`src/hdl/hiscore_params.svh`:
```
`ifndef HISCORE_PARAMS_SVH
`define HISCORE_PARAMS_SVH

// ==================================================
// Widths
// ==================================================
`define HS_GAME_ADDR_W   16   // Game RAM address bits
`define HS_ENTRY_IDX_W   4    // Up to 16 entries
`define HS_SCORE_IDX_W   8    // Up to 256 dump bytes
`define HS_IOCTL_ADDR_W  25   // Host byte address bits

// Download indexes of the two images
`define HS_CONFIG_INDEX  3
`define HS_DUMP_INDEX    4

// ==================================================
// Config image layout
// ==================================================
`define HS_HEADER_BYTES  16   // Header ahead of the first entry
`define HS_ENTRY_BYTES   8    // One entry record

// Last byte of each big-endian header field
`define HS_HDR_START_WAIT_END  3
`define HS_HDR_CHECK_WAIT_END  5
`define HS_HDR_CHECK_HOLD_END  7
`define HS_HDR_WRITE_HOLD_END  9

// Byte positions inside an entry
`define HS_ENT_ADDR_END   3   // Last byte of the 4-byte address
`define HS_ENT_LEN        4
`define HS_ENT_START      5
`define HS_ENT_END        6

`endif

```
`src/hdl/hs_pkg.sv`:
```
`include "hiscore_params.svh"

package hs_pkg;

	// Vectors with a meaning of their own
	typedef logic [7:0]                    byte_t;      // Data byte on host and game RAM
	typedef logic [`HS_GAME_ADDR_W-1:0]    game_addr_t; // Address in game RAM
	typedef logic [`HS_ENTRY_IDX_W-1:0]    entry_idx_t; // Entry number in the table
	typedef logic [`HS_SCORE_IDX_W-1:0]    score_idx_t; // Byte position in the dump
	typedef logic [31:0]                   delay_t;     // Start delay and wait counter
	typedef logic [15:0]                   hold_t;      // Check wait and hold times

	// ==================================================
	// Restore FSM
	// ==================================================
	typedef enum logic [3:0]
	{
		ST_IDLE,        // Waiting for both images
		ST_START_DELAY, // Counting down start_wait
		ST_ENTRY_SETUP, // Entry table settles on new index
		ST_START_CHECK, // Reading first address of entry
		ST_END_CHECK,   // Reading last address of entry
		ST_RETRY_WAIT,  // Back off after a failed check
		ST_WRITE_SETUP, // Table and dump buffer settle
		ST_WRITE_HOLD,  // ram_write held high
		ST_NEXT_BYTE,   // Step to next address or entry
		ST_DONE         // Restore finished until next reset
	} restore_state_t;

endpackage

```
`src/hdl/hs_config_loader.sv`:
```
`include "hiscore_params.svh"

module hs_config_loader
	import hs_pkg::*;
(
	input  logic                        clk,
	input  logic                        rst_n,
	input  logic                        ioctl_download,
	input  logic                        ioctl_wr,
	input  logic [`HS_IOCTL_ADDR_W-1:0] ioctl_addr,
	input  byte_t                       ioctl_dout,
	input  byte_t                       ioctl_index,
	output logic                        entry_we,
	output entry_idx_t                  entry_widx,
	output game_addr_t                  entry_addr,
	output byte_t                       entry_len,
	output byte_t                       entry_start,
	output byte_t                       entry_end,
	output logic                        score_we,
	output entry_idx_t                  last_entry,
	output logic                        config_loaded,
	output logic                        dump_loaded,
	output delay_t                      start_wait,
	output hold_t                       check_wait,
	output hold_t                       check_hold,
	output hold_t                       write_hold
);

	localparam int POS_W = $clog2(`HS_ENTRY_BYTES);  // Bits of byte position in an entry
	localparam int HDR_W = $clog2(`HS_HEADER_BYTES); // Bits of byte position in the header

	logic                        byte_take;  // Host byte strobe
	logic                        cfg_take;   // Byte belongs to config image
	logic                        in_header;
	logic [`HS_IOCTL_ADDR_W-1:0] entry_off;  // Byte offset past the header
	logic [POS_W-1:0]            entry_pos;
	byte_t                       hist0;      // Most recent byte
	byte_t                       hist1;
	byte_t                       hist2;      // Oldest of the three
	logic [31:0]                 word32;     // Big-endian word ending at current byte
	logic                        dl_last;    // ioctl_download one cycle back
	byte_t                       idx_last;   // ioctl_index one cycle back

	assign byte_take = ioctl_download & ioctl_wr;
	assign cfg_take  = byte_take & (ioctl_index == `HS_CONFIG_INDEX);
	assign score_we  = byte_take & (ioctl_index == `HS_DUMP_INDEX); // Buffer takes addr/data itself
	assign in_header = (ioctl_addr < `HS_HEADER_BYTES);
	assign entry_off = ioctl_addr - `HS_HEADER_BYTES;
	assign entry_pos = entry_off[POS_W-1:0];
	assign word32    = {hist2, hist1, hist0, ioctl_dout};

	// Whole record goes to the table on the end-value byte
	assign entry_we   = cfg_take & ~in_header & (entry_pos == `HS_ENT_END);
	assign entry_widx = entry_off[POS_W +: `HS_ENTRY_IDX_W];
	assign entry_end  = ioctl_dout;

	// ==================================================
	// Byte history and field capture
	// ==================================================
	always_ff @(posedge clk)
	begin
		if (byte_take)
		begin
			hist2 <= hist1;
			hist1 <= hist0;
			hist0 <= ioctl_dout;
		end
	end

	// Header fields complete on their last byte
	always_ff @(posedge clk)
	begin
		if (cfg_take && in_header)
		begin
			case (ioctl_addr[HDR_W-1:0])
				`HS_HDR_START_WAIT_END: start_wait <= word32;
				`HS_HDR_CHECK_WAIT_END: check_wait <= word32[15:0];
				`HS_HDR_CHECK_HOLD_END: check_hold <= word32[15:0];
				`HS_HDR_WRITE_HOLD_END: write_hold <= word32[15:0];
				default: ;                                       // Repeat fields and pad
			endcase
		end
	end

	// Address, length and start value wait here for the end byte
	always_ff @(posedge clk)
	begin
		if (cfg_take && !in_header)
		begin
			case (entry_pos)
				`HS_ENT_ADDR_END: entry_addr  <= word32[`HS_GAME_ADDR_W-1:0]; // Low bits only
				`HS_ENT_LEN:      entry_len   <= ioctl_dout;
				`HS_ENT_START:    entry_start <= ioctl_dout;
				default: ;
			endcase
		end
	end

	// ==================================================
	// Image completion
	// ==================================================
	always_ff @(posedge clk)
	begin
		if (!rst_n)
		begin
			dl_last       <= 1'b0;
			idx_last      <= '0;
			last_entry    <= '0;
			config_loaded <= 1'b0;
			dump_loaded   <= 1'b0;
		end
		else
		begin
			dl_last  <= ioctl_download;
			idx_last <= ioctl_index;
			if (entry_we)
				last_entry <= entry_widx; // Entries arrive in ascending order
			// Falling edge of download closes the image seen just before
			if (dl_last && !ioctl_download)
			begin
				if (idx_last == `HS_CONFIG_INDEX)
					config_loaded <= 1'b1;
				if (idx_last == `HS_DUMP_INDEX)
					dump_loaded <= 1'b1;
			end
		end
	end

endmodule

```
`src/hdl/hs_entry_table.sv`:
```
`include "hiscore_params.svh"

module hs_entry_table
	import hs_pkg::*;
(
	input  logic       clk,
	input  logic       we,
	input  entry_idx_t widx,
	input  game_addr_t waddr,
	input  byte_t      wlen,
	input  byte_t      wstart,
	input  byte_t      wend,
	input  entry_idx_t ridx,
	output game_addr_t base_addr,
	output game_addr_t end_addr,
	output byte_t      length,
	output byte_t      start_val,
	output byte_t      end_val
);

	localparam int DEPTH = 2 ** `HS_ENTRY_IDX_W;

	game_addr_t addr_mem  [DEPTH]; // First game RAM address of each entry
	byte_t      len_mem   [DEPTH];
	byte_t      start_mem [DEPTH]; // Value expected at first address
	byte_t      end_mem   [DEPTH]; // Value expected at last address

	// Write port from the loader
	always_ff @(posedge clk)
	begin
		if (we)
		begin
			addr_mem[widx]  <= waddr;
			len_mem[widx]   <= wlen;
			start_mem[widx] <= wstart;
			end_mem[widx]   <= wend;
		end
	end

	// Registered read with the last address precomputed for the engine
	always_ff @(posedge clk)
	begin
		base_addr <= addr_mem[ridx];
		length    <= len_mem[ridx];
		start_val <= start_mem[ridx];
		end_val   <= end_mem[ridx];
		end_addr  <= addr_mem[ridx] + game_addr_t'(len_mem[ridx]) - 1'b1; // base + len - 1
	end

endmodule

```
`src/hdl/hs_score_buffer.sv`:
```
`include "hiscore_params.svh"

module hs_score_buffer
	import hs_pkg::*;
(
	input  logic       clk,
	input  logic       we,
	input  score_idx_t waddr,
	input  byte_t      wdata,
	input  score_idx_t raddr,
	output byte_t      rdata
);

	localparam int DEPTH = 2 ** `HS_SCORE_IDX_W; // One byte per dump position

	byte_t mem [DEPTH];

	// ==================================================
	// Dump image store
	// ==================================================
	always_ff @(posedge clk)
	begin
		if (we)
			mem[waddr] <= wdata; // Host download side
	end

	// Read side feeds data_to_ram straight through
	always_ff @(posedge clk)
	begin
		rdata <= mem[raddr];
	end

endmodule

```
`src/hdl/hs_restore_engine.sv`:
```
`include "hiscore_params.svh"

module hs_restore_engine
	import hs_pkg::*;
(
	input  logic       clk,
	input  logic       rst_n,
	input  logic       config_loaded,
	input  logic       dump_loaded,
	input  delay_t     start_wait,
	input  hold_t      check_wait,
	input  hold_t      check_hold,
	input  hold_t      write_hold,
	input  entry_idx_t last_entry,
	input  game_addr_t base_addr,
	input  game_addr_t end_addr,
	input  byte_t      start_val,
	input  byte_t      end_val,
	input  byte_t      ram_rdata,
	output entry_idx_t entry_idx,
	output score_idx_t score_idx,
	output game_addr_t ram_address,
	output logic       ram_write,
	output logic       ram_access
);

	restore_state_t state;
	delay_t         timer;       // Shared by delay, hold and retry waits
	game_addr_t     offset;      // Write position inside current entry
	game_addr_t     write_addr;
	logic           check_live;  // Past the first cycle of a check read

	assign write_addr = base_addr + offset;
	assign check_live = (timer != delay_t'(check_hold)); // First cycle still has the old read

	// ==================================================
	// Game RAM side
	// ==================================================
	always_comb
	begin
		case (state)
			ST_START_CHECK: ram_address = base_addr;
			ST_END_CHECK:   ram_address = end_addr;
			default:        ram_address = write_addr;
		endcase
	end

	assign ram_write  = (state == ST_WRITE_HOLD);
	// Retry wait drops access so the game runs freely between attempts
	assign ram_access = state inside {ST_ENTRY_SETUP, ST_START_CHECK, ST_END_CHECK,
		ST_WRITE_SETUP, ST_WRITE_HOLD, ST_NEXT_BYTE};

	// ==================================================
	// Restore FSM
	// ==================================================
	always_ff @(posedge clk)
	begin
		if (!rst_n)
		begin
			state     <= ST_IDLE;
			timer     <= '0;
			entry_idx <= '0;
			score_idx <= '0;
			offset    <= '0;
		end
		else
		begin
			case (state)
				ST_IDLE:
				begin
					if (config_loaded && dump_loaded)
					begin
						entry_idx <= '0;
						if (start_wait == '0)
							state <= ST_ENTRY_SETUP;      // No delay requested
						else
						begin
							timer <= start_wait - 1'b1;  // Idle cycle counts as one
							state <= ST_START_DELAY;
						end
					end
				end

				ST_START_DELAY:
				begin
					if (timer == '0)
						state <= ST_ENTRY_SETUP;
					else
						timer <= timer - 1'b1;
				end

				ST_ENTRY_SETUP:
				begin
					timer <= delay_t'(check_hold); // Table output valid from next cycle
					state <= ST_START_CHECK;
				end

				ST_START_CHECK:
				begin
					if (check_live && (ram_rdata == start_val))
					begin
						timer <= delay_t'(check_hold);
						state <= ST_END_CHECK;
					end
					else if (timer == '0)
					begin
						timer <= delay_t'(check_wait); // Give up and back off
						state <= ST_RETRY_WAIT;
					end
					else
						timer <= timer - 1'b1;
				end

				ST_END_CHECK:
				begin
					if (check_live && (ram_rdata == end_val))
					begin
						if (entry_idx == last_entry)
						begin
							// All entries match so start copying
							entry_idx <= '0;
							score_idx <= '0;
							offset    <= '0;
							state     <= ST_WRITE_SETUP;
						end
						else
						begin
							entry_idx <= entry_idx + 1'b1;
							state     <= ST_ENTRY_SETUP;
						end
					end
					else if (timer == '0)
					begin
						timer <= delay_t'(check_wait);
						state <= ST_RETRY_WAIT;
					end
					else
						timer <= timer - 1'b1;
				end

				ST_RETRY_WAIT:
				begin
					if (timer < 2)
					begin
						entry_idx <= '0; // Checks restart from the first entry
						state     <= ST_ENTRY_SETUP;
					end
					else
						timer <= timer - 1'b1;
				end

				ST_WRITE_SETUP:
				begin
					timer <= delay_t'(write_hold); // Dump byte and base valid next cycle
					state <= ST_WRITE_HOLD;
				end

				ST_WRITE_HOLD:
				begin
					if (timer == '0)
						state <= ST_NEXT_BYTE;
					else
						timer <= timer - 1'b1;
				end

				ST_NEXT_BYTE:
				begin
					score_idx <= score_idx + 1'b1; // Dump is one flat run over all entries
					if (write_addr == end_addr)
					begin
						if (entry_idx == last_entry)
							state <= ST_DONE;
						else
						begin
							entry_idx <= entry_idx + 1'b1;
							offset    <= '0;
							state     <= ST_WRITE_SETUP;
						end
					end
					else
					begin
						offset <= offset + 1'b1;
						state  <= ST_WRITE_SETUP;
					end
				end

				ST_DONE:
					state <= ST_DONE; // Held until rst_n

				default:
					state <= ST_IDLE;
			endcase
		end
	end

endmodule

```
`src/hdl/hiscore_top.sv`:
```
`include "hiscore_params.svh"

module hiscore_top
	import hs_pkg::*;
(
	input  logic                        clk,
	input  logic                        rst_n,
	input  logic                        ioctl_download,
	input  logic                        ioctl_wr,
	input  logic [`HS_IOCTL_ADDR_W-1:0] ioctl_addr,
	input  byte_t                       ioctl_dout,
	input  byte_t                       ioctl_index,
	input  byte_t                       ram_rdata,
	output game_addr_t                  ram_address,
	output byte_t                       data_to_ram,
	output logic                        ram_write,
	output logic                        ram_access
);

	// ==================================================
	// Loader outputs
	// ==================================================
	logic       entry_we;
	entry_idx_t entry_widx;
	game_addr_t entry_waddr;
	byte_t      entry_wlen;
	byte_t      entry_wstart;
	byte_t      entry_wend;
	logic       score_we;
	entry_idx_t last_entry;
	logic       config_loaded;
	logic       dump_loaded;
	delay_t     start_wait;
	hold_t      check_wait;
	hold_t      check_hold;
	hold_t      write_hold;

	// Engine side of the two memories
	entry_idx_t entry_idx;
	score_idx_t score_idx;
	game_addr_t base_addr;
	game_addr_t end_addr;
	byte_t      start_val;
	byte_t      end_val;

	hs_config_loader i_loader
	(
		.clk            (clk),
		.rst_n          (rst_n),
		.ioctl_download (ioctl_download),
		.ioctl_wr       (ioctl_wr),
		.ioctl_addr     (ioctl_addr),
		.ioctl_dout     (ioctl_dout),
		.ioctl_index    (ioctl_index),
		.entry_we       (entry_we),
		.entry_widx     (entry_widx),
		.entry_addr     (entry_waddr),
		.entry_len      (entry_wlen),
		.entry_start    (entry_wstart),
		.entry_end      (entry_wend),
		.score_we       (score_we),
		.last_entry     (last_entry),
		.config_loaded  (config_loaded),
		.dump_loaded    (dump_loaded),
		.start_wait     (start_wait),
		.check_wait     (check_wait),
		.check_hold     (check_hold),
		.write_hold     (write_hold)
	);

	// Length stays inside the table as the engine only needs end_addr
	hs_entry_table i_entry_table
	(
		.clk       (clk),
		.we        (entry_we),
		.widx      (entry_widx),
		.waddr     (entry_waddr),
		.wlen      (entry_wlen),
		.wstart    (entry_wstart),
		.wend      (entry_wend),
		.ridx      (entry_idx),
		.base_addr (base_addr),
		.end_addr  (end_addr),
		.length    (),
		.start_val (start_val),
		.end_val   (end_val)
	);

	hs_score_buffer i_score_buffer
	(
		.clk   (clk),
		.we    (score_we),
		.waddr (ioctl_addr[`HS_SCORE_IDX_W-1:0]), // Dump byte position from host
		.wdata (ioctl_dout),
		.raddr (score_idx),
		.rdata (data_to_ram)
	);

	hs_restore_engine i_restore_engine
	(
		.clk           (clk),
		.rst_n         (rst_n),
		.config_loaded (config_loaded),
		.dump_loaded   (dump_loaded),
		.start_wait    (start_wait),
		.check_wait    (check_wait),
		.check_hold    (check_hold),
		.write_hold    (write_hold),
		.last_entry    (last_entry),
		.base_addr     (base_addr),
		.end_addr      (end_addr),
		.start_val     (start_val),
		.end_val       (end_val),
		.ram_rdata     (ram_rdata),
		.entry_idx     (entry_idx),
		.score_idx     (score_idx),
		.ram_address   (ram_address),
		.ram_write     (ram_write),
		.ram_access    (ram_access)
	);

endmodule

```
`config.mk`:
```
export PLATFORM = sky130hd
export DESIGN_NAME = hiscore_top
export DESIGN_NICKNAME = d
export VERILOG_FILES = /design/src/hdl/hs_pkg.sv /design/src/hdl/hs_config_loader.sv /design/src/hdl/hs_entry_table.sv /design/src/hdl/hs_score_buffer.sv /design/src/hdl/hs_restore_engine.sv /design/src/hdl/hiscore_top.sv
export VERILOG_INCLUDE_DIRS = /design/src /design/src/hdl
export SDC_FILE = /design/constraint.sdc
export NUM_CORES = 2
export LEC_CHECK = 0
export BUFFER_PORTS_ARGS = -buffer_cell sky130_fd_sc_hd__buf_2
export CAP_MARGIN = 20
export CORE_MARGIN = 1.5
export CORE_UTILIZATION = 50
export DETAILED_ROUTE_END_ITERATION = 10
export PLACE_DENSITY = 0.67
export REMOVE_ABC_BUFFERS = 1
export SYNTH_ARGS = -nofsm -noshare
export SYNTH_HDL_FRONTEND = slang
export SYNTH_SLANG_ARGS = --single-unit
```
`constraint.sdc`:
```
create_clock -name clk -period 4.9 [get_ports clk]
set_input_delay 0.735 -clock clk [delete_from_list [all_inputs] [get_ports clk]]
set_output_delay 0.735 -clock clk [all_outputs]
set_load 0.01 [all_outputs]
```
==> results.cfg <==
[grt]
overflow = 0
grtUsageTotal = 0.233
first_global_vias = 56400
grt_max_degree = 150
grt_first_pass_wirelength_microns = 398000
grt_antenna_before_repair = 13

[clocking]
path_clk_slew_ps = 60
cts.root.buffer_cell = sky130_fd_sc_hd__clkbuf_16
ctsHtreeMaxLevel = 5
numCtsBuffers = 311
clock_path_buffers = 4
clk_latency_ps = 950
tritoncts_clock_tree = yes
clkSinkCount = 2963

[yosys]
post_synth_top_flop = sky130_fd_sc_hd__edfxtp_1
synth_warnings = 0
yosys.area_share.xor_xnor = 0.00933
synth-adder-area-share = 0.00552
synth-edff-count = 2824
cell_area_after_synthesis_sq_um = 116000
dominant_combinational_cell_family_by_area_after_synthesis = multiplexers
postSynthCellCount = 5411
synth-compound-area-share = 0.0196
synth.distinct_cells = 95
synth_simple_gate_area_share = 0.0280
yosys_register_bits = 2963
yosys-mux-area-fraction = 0.172
asyncSetResetFlopFracSynth = 0
syn-mean-instance-area_sq_um = 21.5
synth-seq-area-share = 0.754

[floorplan]
die_w_microns = 485
die_y_microns = 485
fp-row-count = 176
die_area_sq_um = 235000
initial_utilization = 0.504
core-area_sq_um = 230000
boundaryPins = 79

[worst_setup_path]
timing.critical_path.fanout_max = 6
critical_path.startpoint_type = flop
cp_data_required_time_ps = 4160
timing_worst_setup_path_type = flop to primary output
cpPeakStageDelay_ps = 450
worst-endpoint-arrival_ps = 3880
critical_path.slowest_cell = sky130_fd_sc_hd__dfxtp_1
ordered_list_of_cells_on_the_worst_path = ha_1, a211o_1, a2111oi_4, nor2_2, a211oi_4, a211oi_2, xor2_1, o211a_1, o21ai_0, buf_4, buf_2
critPathCaptureType = primary output

[timing]
report.final.hold_viol_count = 0
finalCriticalPeriod_ps = 4620
worst_max_slew_pin_slew_ps = 1120
slew_headroom = 0.251
count_of_endpoints_failing_setup_in_the_final_report = 0
final.setup.tns_ps = 0
fin_skew_ps = 74.4
fmax_mhz = 216
drv_slew = 0
layout_worst_path_cycle_share = 0.943
hold_slack_ps = 69.7
rsz_0062_raised_after_global_routing = false

[drt]
drt-wirelength-per-cell_microns = 30.5
drc = 0
postRouteAntennaNets = 0
routed-via-count = 56000
drt_first_iter_violations = 7084
wl_microns = 273000
detailedRoute.firstPassIterationCount = 6
ratio_of_routed_vias_to_standard_cells = 6.25

[placed_design]
dpl.hpwl_microns = 161000
gp_congestion = 0.834
placed_cells_incl_taps = 8411
port_buffers = 78

[layout]
layout_commonest_cell = sky130_fd_sc_hd__edfxtp_1
syn2layout_area_growth_pct = 12.8
finalNonFillerCells = 8958
nets = 5818
post_route_cells_drive_above_1_share = 0.277
most_used_cells_in_the_layout_excluding_fill_and_tap_cells = 2,824 x sky130_fd_sc_hd__edfxtp_1, 880 x sky130_fd_sc_hd__mux4_2, 354 x sky130_fd_sc_hd__nor2_1

[run_status]
outcome = finished clean

[power_and_ir_drop]
power-per-cell-area_nw_per_um2 = 386
leakage_nw = 39.8
max-vdd-ir-drop_v = 0.000359
fin_total_pwr_w = 0.0506

[worst_hold_path]
timing.hold.worst.class = input pin to flop

[run]
cap_viol_max_count = 0
-- repair_timing --
action | CTS | global route
endpoints found under the setup margin | 0 | 2
hold buffers | 6 | 0
gates resized for setup | 0 | 1
endpoints found under the hold margin | 6 | 0
setup buffers | 0 | 10
-- stage by stage --
stage / cell area [sq um] / setup WS [ps] / utilization
floorplan: 115000 / -18090 / -
global placement: 121000 / 313 / 0.527
detailed placement: 121000 / 301 / 0.527
CTS: 131000 / 108 / 0.569
global route: 131000 / 99.4 / 0.569
finish: 131000 / 280 / 0.569
-- metal layers --
metal	vias to the layer above	global-route usage	wire, microns
li1	23200	-	-
met5	-	0	87
met4	14	0.0660	7410
met2	2400	0.379	135000
met1	29900	0.332	110000
met3	450	0.0353	20700
-- synthesized netlist by cell type (all sizes together), types with 12 or more instances --
cell type / n / share of area
clkbuf: 202 / 0.0065
or3: 22 / 0.0012
a211oi: 15 / 0.0011
a21oi: 87 / 0.0037
nor2b: 13 / 0.00070
and2: 19 / 0.0010
xor2: 52 / 0.0039
dfxtp: 139 / 0.024
or4: 12 / 0.00084
edfxtp: 2824 / 0.73
nand2b: 16 / 0.00086
inv: 68 / 0.0022
ha: 48 / 0.0052
a22oi: 18 / 0.0012
mux4: 880 / 0.17
nand4: 21 / 0.0011
and3: 15 / 0.00081
a221oi: 12 / 0.00091
nand3: 38 / 0.0016
a31oi: 12 / 0.00065
nand2: 99 / 0.0032
nor4: 28 / 0.0017
nor2: 372 / 0.012
xnor2: 56 / 0.0042
o21ai: 72 / 0.0032
nor3: 34 / 0.0016
buf: 83 / 0.0030
-- worst paths after layout --
| check | start | end | slack, ps | depth (start not counted) |
|---|---|---|---|---|
| worst max-delay path | i_restore_engine.offset[1]$_SDFFE_PN0P_ | ram_address[15] | 280 | 11 |
| worst min-delay path | ioctl_index[1] | i_loader.idx_last[1]$_SDFF_PN0_ | 70 | 2 |
| worst max register to register | flop | i_entry_table.end_addr[14]$_DFF_P_ | 390 | 17 |
| worst min register to register | i_loader.hist2[4]$_DFFE_PP_ | i_loader.start_wait[28]$_DFFE_PP_ | 420 | 0 |
-- flip-flops by register name, summed over array words and instances, names as in the netlist, 32 cells and up, named ones only --
name / flops
i_loader.start_wait: 32
i_entry_table.len_mem: 128
i_restore_engine.timer: 32
i_score_buffer.mem: 2048
i_entry_table.addr_mem: 256
i_entry_table.end_mem: 128
i_entry_table.start_mem: 128
-- power by group --
part	switching (W)	internal (W)	leakage [nW]
sequential	0.0000213	0.0276	26.5
combinational	0.000544	0.0000944	8.64
clock	0.00930	0.0130	4.65
total	0.00986	0.0407	39.8
-- area by class of cell --
cell class	instances	area, sq um
Antenna cell	2	5.00
Timing Repair Buffer	276	2480
Sequential cell	2963	87600
Clock buffer	395	8400
Inverter	69	259
Tap cell	3026	3790
Multi-Input combinational cell	2094	27400
Fill cell	16600	99300
Clock inverter	133	1130
-- kinds of logic (layout without fill, tap and decap cells) --
kind of cell	after synthesis	after routing
AOI/OAI and AO/OA	332	332
and+or+nand+nor	708	708
adders and majority gates	50	50
other	0	2
muxes	890	890
buffers and inverters	354	873
xor gates and xnor gates	114	114
DFF	2963	2963
-- critical path, delay by kind of cell, from the launching register on --
family	cells	cell delay [ps]
compound gates	6	1640
flops	1	450
buf+inv	2	320
fa+ha+maj	1	280
xor+xnor	1	190
simple gates	1	100
Power figures use the tool's default switching activity.
